## config.mk

```make
export PLATFORM = sky130hd
export DESIGN_NAME = correlator_top
export DESIGN_NICKNAME = d
export VERILOG_FILES = /design/src/design/corr_cfg_pkg.sv /design/src/design/corr_pkt_pkg.sv /design/src/design/correlator_top.sv /design/src/design/frame_packer.sv /design/src/design/lag_correlator.sv /design/src/design/line_sampler.sv
export SDC_FILE = /design/constraint.sdc
export NUM_CORES = 2
export LEC_CHECK = 0
export BUFFER_PORTS_ARGS = -buffer_cell sky130_fd_sc_hd__buf_2
export CAP_MARGIN = 20
export CORE_ASPECT_RATIO = 1.5
export CORE_MARGIN = 2
export CORE_UTILIZATION = 57
export DETAILED_ROUTE_END_ITERATION = 6
export GPL_ROUTABILITY_DRIVEN = 0
export PLACE_DENSITY_LB_ADDON = 0.12
export SLEW_MARGIN = 20
export SYNTH_ARGS = -nofsm -noshare
export SYNTH_HDL_FRONTEND = slang
export SYNTH_SLANG_ARGS = --single-unit
```

## constraint.sdc

```tcl
create_clock -name pllclk -period 10.7 [get_ports pllclk]
set_clock_uncertainty 0.15 [all_clocks]
set_input_delay 1.605 -clock pllclk [delete_from_list [all_inputs] [get_ports pllclk]]
set_output_delay 1.605 -clock pllclk [all_outputs]
set_load 0.005 [all_outputs]
```

## src/design/corr_cfg_pkg.sv

```systemverilog
// Correlator geometry and data types
`default_nettype none

package corr_cfg_pkg;

	localparam int num_lines = 4;
	localparam int num_lags = 2; // Lag 0 and lag 1

	// Every unordered pair of distinct lines
	localparam int num_baselines = num_lines * (num_lines - 1) / 2;

	localparam int num_counts = num_lines * num_lags + num_baselines * num_lags;
	localparam int count_w = 24;

	// One registered sample of all lines
	typedef struct packed {
		logic valid;
		logic [num_lines-1:0] bits;
	} sample_t;

	// Counts of one frame, index 0 in the low bits
	// Autocorrelations by line then lag, then cross pairs (0,1) (0,2) (0,3) (1,2) (1,3) (2,3)
	typedef struct packed {
		logic [num_counts-1:0][count_w-1:0] counts;
	} frame_t;

endpackage

`default_nettype wire

```

## src/design/corr_pkt_pkg.sv

```systemverilog
// Output word format
`default_nettype none

package corr_pkt_pkg;

	localparam int word_w = 32;
	localparam int seq_w = 7;
	localparam int index_w = 7;
	localparam int value_w = 24;

	// Kind bit, the MSB of every word
	localparam logic word_kind_header = 1'b1;
	localparam logic word_kind_count = 1'b0;

	// First word of each frame
	typedef struct packed {
		logic kind;
		logic [seq_w-1:0] seq;
		logic [7:0] line_count;
		logic [7:0] lag_count;
		logic [7:0] resolution;
	} header_t;

	// One count of a frame
	typedef struct packed {
		logic kind;
		logic [index_w-1:0] index;
		logic [value_w-1:0] value;
	} count_word_t;

	// Kind sits at the MSB in both views so either one can be used to tell them apart
	typedef union packed {
		header_t header;
		count_word_t count;
	} pkt_word_u;

endpackage

`default_nettype wire

```

## src/design/correlator_top.sv

```systemverilog
// Pulse line correlator top
`default_nettype none

module correlator_top #(
	parameter int NUM_CREDITS = 4,
	parameter int INTEG_W = 16
) (
	input logic pllclk,
	input logic rst_n,
	input logic [corr_cfg_pkg::num_lines-1:0] lines,
	input logic [corr_cfg_pkg::num_lines-1:0] invert,
	input logic [INTEG_W-1:0] integ_len,
	input logic start,
	input logic credit_return,
	output corr_pkt_pkg::pkt_word_u out_word,
	output logic out_valid,
	output logic busy
);

	corr_cfg_pkg::sample_t sample;
	corr_cfg_pkg::frame_t result;
	logic frame_ready;
	logic frame_take;

	line_sampler i_sampler (
		.pllclk(pllclk),
		.rst_n(rst_n),
		.lines(lines),
		.invert(invert),
		.sample(sample)
	);

	lag_correlator #(
		.INTEG_W(INTEG_W)
	) i_correlator (
		.pllclk(pllclk),
		.rst_n(rst_n),
		.sample(sample),
		.start(start),
		.integ_len(integ_len),
		.busy(busy),
		.frame_ready(frame_ready),
		.frame_take(frame_take),
		.result(result)
	);

	frame_packer #(
		.NUM_CREDITS(NUM_CREDITS)
	) i_packer (
		.pllclk(pllclk),
		.rst_n(rst_n),
		.frame_ready(frame_ready),
		.frame_take(frame_take),
		.result(result),
		.credit_return(credit_return),
		.out_word(out_word),
		.out_valid(out_valid)
	);

endmodule

`default_nettype wire

```

## src/design/frame_packer.sv

```systemverilog
// Frame packer with credit flow control
`default_nettype none

module frame_packer #(
	parameter int NUM_CREDITS = 4
) (
	input logic pllclk,
	input logic rst_n,
	input logic frame_ready,
	output logic frame_take,
	input corr_cfg_pkg::frame_t result,
	input logic credit_return,
	output corr_pkt_pkg::pkt_word_u out_word,
	output logic out_valid
);

	localparam int cred_w = $clog2(NUM_CREDITS + 1);
	localparam int pos_w = $clog2(corr_cfg_pkg::num_counts + 1);

	logic [cred_w-1:0] credits;
	logic active;
	logic [pos_w-1:0] pos; // Zero is the header, then count index plus one
	logic [pos_w-1:0] count_idx;
	logic [corr_pkt_pkg::seq_w-1:0] seq;
	logic emit;
	corr_cfg_pkg::frame_t snap;
	corr_pkt_pkg::pkt_word_u next_word;

	assign frame_take = frame_ready && !active;
	assign emit = active && credits != '0;
	assign count_idx = pos - 1'b1;

	always_comb begin
		next_word = '0;
		if (pos == '0) begin
			next_word.header.kind = corr_pkt_pkg::word_kind_header;
			next_word.header.seq = seq;
			next_word.header.line_count = 8'(corr_cfg_pkg::num_lines);
			next_word.header.lag_count = 8'(corr_cfg_pkg::num_lags);
			next_word.header.resolution = 8'(corr_cfg_pkg::count_w);
		end else begin
			next_word.count.kind = corr_pkt_pkg::word_kind_count;
			next_word.count.index = corr_pkt_pkg::index_w'(count_idx);
			next_word.count.value = snap.counts[count_idx];
		end
	end

	always_ff @(posedge pllclk) begin
		if (!rst_n) begin
			credits <= cred_w'(NUM_CREDITS);
			active <= 1'b0;
			pos <= '0;
			seq <= '0;
			out_valid <= 1'b0;
		end else begin
			out_valid <= emit;

			// A returned credit and a sent word in one cycle cancel out
			unique case ({credit_return, emit})
				2'b10: credits <= credits + 1'b1;
				2'b01: credits <= credits - 1'b1;
				default: credits <= credits;
			endcase

			if (frame_take) begin
				active <= 1'b1;
				pos <= '0;
			end else if (emit) begin
				if (pos == pos_w'(corr_cfg_pkg::num_counts)) begin
					active <= 1'b0; // Last count is out
					seq <= seq + 1'b1;
				end else begin
					pos <= pos + 1'b1;
				end
			end
		end
	end

	// Snapshot frees the correlator for the next frame
	always_ff @(posedge pllclk) begin
		if (frame_take)
			snap <= result;
		if (emit)
			out_word <= next_word;
	end

endmodule

`default_nettype wire

```

## src/design/lag_correlator.sv

```systemverilog
// Auto and cross correlator with two lags
`default_nettype none

module lag_correlator #(
	parameter int INTEG_W = 16
) (
	input logic pllclk,
	input logic rst_n,
	input corr_cfg_pkg::sample_t sample,
	input logic start,
	input logic [INTEG_W-1:0] integ_len,
	output logic busy,
	output logic frame_ready,
	input logic frame_take,
	output corr_cfg_pkg::frame_t result
);

	typedef enum logic [1:0] {
		st_idle,
		st_integ,
		st_ready
	} state_t;

	state_t state;
	logic [INTEG_W-1:0] remaining;
	logic [corr_cfg_pkg::num_lines-1:0] hist;
	logic [corr_cfg_pkg::num_counts-1:0] hit;
	logic clear;
	logic accumulate;

	assign clear = start && state == st_idle;
	assign accumulate = state == st_integ && sample.valid;

	assign busy = state == st_integ;
	assign frame_ready = state == st_ready;

	// Coincidence of each line with itself and with its previous sample
	for (genvar i = 0; i < corr_cfg_pkg::num_lines; i++) begin : g_auto
		localparam int base = i * corr_cfg_pkg::num_lags;

		assign hit[base] = sample.bits[i];
		assign hit[base + 1] = sample.bits[i] & hist[i];
	end

	// First line of a pair against the current and delayed second line
	for (genvar a = 0; a < corr_cfg_pkg::num_lines; a++) begin : g_first
		for (genvar b = a + 1; b < corr_cfg_pkg::num_lines; b++) begin : g_second
			localparam int pair = a * corr_cfg_pkg::num_lines - a * (a + 1) / 2 + b - a - 1;
			localparam int base = corr_cfg_pkg::num_lines * corr_cfg_pkg::num_lags +
				pair * corr_cfg_pkg::num_lags;

			assign hit[base] = sample.bits[a] & sample.bits[b];
			assign hit[base + 1] = sample.bits[a] & hist[b];
		end
	end

	always_ff @(posedge pllclk) begin
		if (!rst_n) begin
			state <= st_idle;
			remaining <= '0;
		end else begin
			unique case (state)
				st_idle: begin
					if (clear) begin
						state <= st_integ;
						remaining <= integ_len; // Must be nonzero
					end
				end
				st_integ: begin
					if (sample.valid) begin
						remaining <= remaining - 1'b1;
						if (remaining == INTEG_W'(1))
							state <= st_ready; // Last sample goes in at this edge
					end
				end
				st_ready: begin
					if (frame_take)
						state <= st_idle;
				end
				default: state <= st_idle;
			endcase
		end
	end

	// Result stays stable through st_ready until the packer has copied it
	always_ff @(posedge pllclk) begin
		if (clear) begin
			hist <= '0;
			result <= '0;
		end else if (accumulate) begin
			hist <= sample.bits;
			for (int k = 0; k < corr_cfg_pkg::num_counts; k++) begin
				if (hit[k] && result.counts[k] != '1)
					result.counts[k] <= result.counts[k] + 1'b1; // Saturates at full scale
			end
		end
	end

endmodule

`default_nettype wire

```

## src/design/line_sampler.sv

```systemverilog
// Input line sampler
`default_nettype none

module line_sampler (
	input logic pllclk,
	input logic rst_n,
	input logic [corr_cfg_pkg::num_lines-1:0] lines,
	input logic [corr_cfg_pkg::num_lines-1:0] invert,
	output corr_cfg_pkg::sample_t sample
);

	logic [corr_cfg_pkg::num_lines-1:0] lines_q;
	logic valid_q;

	// Raw lines are captured once on pllclk
	always_ff @(posedge pllclk) begin
		lines_q <= lines;
	end

	always_ff @(posedge pllclk) begin
		if (!rst_n) begin
			valid_q <= 1'b0;
		end else begin
			valid_q <= 1'b1; // Every cycle carries a sample once out of reset
		end
	end

	assign sample.valid = valid_q;
	assign sample.bits = lines_q ^ invert; // Per line polarity

endmodule

`default_nettype wire

```

==> results.md <==
- Fin nets: 3,994
- Fin. Hold Viols: 0
- Inst Count DP: approximately 4,900
- Post-route design area: ~50,000 um^2
- Vert. Die Dim: between 300 and 400 um
- Setup Viol. Count Final: 0
- Max FO, Critical Path: 62
- Crit Path Category: reg2reg
- Fin crit share: 0.4271
- Share of cells above drive strength 1: 0.1104
- Die area: around 82,000 um^2
- Initial Util: 0.5753
- Cells along the critical path: inv_1 > ha_4 > buf_4 > mux4_2 > nand2_1 > a21oi_1 > or4_1
- P per Cell Area: 166.2 nW/um^2
- Initial antenna violation count: 0
- CP endpoint kind: flop
- Net Sw Frac: 0.2322
- Clock power frac: 0.428
- FF-to-FF End: i_packer.out_word[18]
- Switching power total: between 1.5 and 2 mW
- Worst r2r path cells: 7
- Slew @ Worst Pin: between 1 and 1.5 ns
- CP bufs+invs: 2
- GRT overflow: 0
- Static leakage: roughly 17 nW
- Delay-heaviest family, CP: buffers and inverters
- Die Wd: 234.3 um
- Drt initial violations: 2,766
- RR Startpoint: i_packer.pos[0]
- Site Rows: 126
- Area occupied by multi-input gates: roughly 19,000 um^2
- Hold path start: i_correlator.result[224]
- Final worst path period need: roughly 4.6 ns
- Register area share after synthesis: 0.5704
- Fin. max-slew vios: 0
- WP data required: approximately 11 ns
- Mapped Area: 45,350 um^2
- CP max-delay cell: ha_4
- WL final: 122.3 mm
- Area grow syn2layout: 9.801%
- EDFF count, synth: between 500 and 600
- Synth Warn #: 0
- Cell-internal power: around 6.4 mW
- Cts hold-fix bufs: 0
- Crit-path max cell delay: ~0.95 ns
- Crit path DAT: 4.83 ns
- Syn_nets: roughly 4,000
- Pin count of the biggest net entering global routing: between 150 and 200
- Global-route wire length before repair: 186.5 mm
- Placement Setup Slack: just over 6 ns
- CTS tree: built
- HP Class: reg2reg
- CTS buffer count: 97
- Buffer depth of the longest clock path: 3
- I/O pin count: between 60 and 70
- Hold Path Stages: 0
- Worst-path clk slew: approximately 0.070 ns
- Number of port buffers: about 60
- Core area: 78,830 um^2
- Post-CTS resize count: 0
- Layout Cells excl Fill: a little over 5,000
- Post-DR wirelength/cell: around 24 um
- Comb power frac: 0.056
- Postcts setup bufs: 0
- F_max: roughly 220 MHz
- VDD IR max: about 0.00014 V
- CTS root buffer: clkbuf_16
- Post-route ant nets: 0
- DRC viols: 0
- Via density: 6.499
- Yosys cell types: 84
- Syn avg cell area: 11.51 um^2
- Final TNS setup: 0 ns
- Hold_ws: 0.3101 ns
- Top cells by area, synth: edfxtp_1, dfxtp_1, mux4_2
- RSZ-0062 raised after global routing: no
- Antenna diodes: 0
- WHS Endpoint: i_packer.snap[224]
- Total GRT Usage: 0.2995
- Max-Cap Viols: 0
- Gate count after technology mapping: roughly 3,900
- HPWL Detailed: between 80 and 90 mm
- Via Count: roughly 33,000
- Worst setup SP type: flop
- Ys flop type: dfxtp_1
- Status: complete, no violations
- FF+latch count, synth: 1,036
- Top cell type's share of synthesized area: 0.3390
- PnR worst setup slack: around 6.1 ns
- H-tree lvl count: 3
- Initial DRT Pass Iterations: 5
- Register area: between 20,000 and 30,000 um^2
- Number of global-route vias before repair: approximately 31,000
- Placed Area: 46,540 um^2
- Sequential share of power: 0.516
- Area leader, netlist: edfxtp_1
- Max-slew headroom: 0.1557
- R2r setup slk: around 6 ns
- Ys async rst share: 0
- Worst skew pair latency: 0.68 ns
- CTS Sinks: just over 1,000
- FILL cells: between 6,000 and 7,000
-- state kept, by name, summed over array words and instances (netlist names) --
name	cells
i_correlator.hist	4
i_packer.out_word	32
i_sampler.valid_q	1
i_packer.active	1
i_sampler.lines_q	4
i_packer.out_valid	1
i_correlator.result	480
i_correlator.remaining	16
i_packer.seq	7
i_correlator.state	2
i_packer.pos	5
i_packer.snap	480
i_packer.credits	3
-- cell usage after synthesis (12+ instances only) --
| master | number |
|---|---|
| o22ai_1 | 22 |
| and2_1 | 25 |
| a41o_1 | 32 |
| o211ai_1 | 54 |
| a2111oi_0 | 15 |
| o41ai_1 | 13 |
| and4_1 | 66 |
| o21a_1 | 15 |
| nand3_1 | 178 |
| o21ai_0 | 139 |
| clkbuf_1 | 135 |
| and3_1 | 54 |
| ha_1 | 27 |
| or2_2 | 12 |
| buf_1 | 24 |
| buf_2 | 34 |
| nor4_1 | 74 |
| nor2_1 | 258 |
| a211oi_1 | 32 |
| nor3_1 | 39 |
| nand2_1 | 311 |
| or4_1 | 106 |
| nand4_1 | 155 |
| a21o_1 | 12 |
| xor2_1 | 37 |
| mux4_2 | 120 |
| mux2i_1 | 83 |
| dfxtp_1 | 524 |
| nand2b_1 | 27 |
| inv_1 | 65 |
| edfxtp_1 | 512 |
| a31oi_1 | 16 |
| xnor2_1 | 138 |
| or3_1 | 106 |
| a31o_2 | 15 |
| o31ai_1 | 90 |
| a21oi_1 | 244 |
-- per-layer routing --
layer / wire length (um) / up-vias / part of all wire / GRT usage
met3: 6756 / 211 / 0.055 / 0.03471
met4: 5187 / 0 / 0.042 / 0.1295
met5: 0 / - / 0 / 0
met2: 63290 / 998 / 0.52 / 0.5309
met1: 47010 / 16310 / 0.38 / 0.3667
li1: - / 15279 / - / -
-- per-stage QoR --
| step | total power, mW | util |
|---|---|---|
| after floorplan | 4.660 | - |
| after global placement | 4.808 | 0.5901 |
| after detailed placement | 4.815 | 0.5904 |
| after CTS | 8.315 | 0.6315 |
| after global routing | 8.498 | 0.6317 |
| final | 8.273 | 0.6317 |
-- power by group through the flow --
stage	combinational (mW)	sequential, mW	clock (mW)
6_report	0.463	4.27	3.54
5_1_grt	0.494	4.27	3.73
4_1_cts	0.463	4.27	3.59
3_5_place_dp	0.462	4.35	0
3_3_place_gp	0.455	4.35	0
2_1_floorplan	0.312	4.35	0
-- how the worst max path moves through the flow --
stage	startpoint	to	slack [ns]	depth (start not counted)
6_report	i_packer.pos[0]	i_packer.out_word[18]	6.13	7
2_1_floorplan	i_correlator.state[1]	i_packer.snap[0]	2.31	3
3_3_place_gp	invert[2]	i_correlator.result[439]	6.22	7
5_1_grt	i_packer.pos[0]	i_packer.out_word[18]	5.93	7
4_1_cts	i_packer.pos[0]	i_packer.out_word[18]	6.13	7
3_5_place_dp	i_packer.pos[0]	i_packer.out_word[18]	6.14	7
-- cell type report --
type                       count  area share
clock buffer                 140     0.05531
clock inverter                44    0.009775
inverter                      67    0.005126
multi-input combinational   2637      0.3720
sequential                  1036      0.5195
tap                         1024     0.02573
timing repair buffer          99     0.01256
-- logic make-up (layout without fill, tap and decap cells) --
group,count (synthesis),after routing,share of synthesized area
adders and majority gates,28,28,0.007891
DFF,1036,1036,0.5704
xor gates and xnor gates,177,177,0.03452
and+or+nand+nor,1467,1467,0.1756
AOI/OAI and AO/OA,758,758,0.1089
buffers and inverters,266,350,0.02378
muxes,207,207,0.07891
-- worst reg2reg max path, stage by stage (launching register included) --
cell and delay, ns:
dfxtp_4 0.81, inv_1 0.25, ha_4 0.95, buf_4 0.94, mux4_2 0.45, nand2_1 0.10, a21oi_1 0.13, or4_1 0.54
-- placed cells by master, fill, tap and decap left out, drive strengths merged, types with 83 or more instances in the layout --
cell type / instances
a21oi: 244
buf: 99
clkbuf: 140
dfxtp: 524
edfxtp: 512
mux2i: 83
mux4: 120
nand2: 311
nand3: 182
nand4: 158
nor2: 258
o21ai: 143
o31ai: 90
or3: 106
or4: 106
xnor2: 138
No activity file was read; power rests on OpenSTA's default activity.
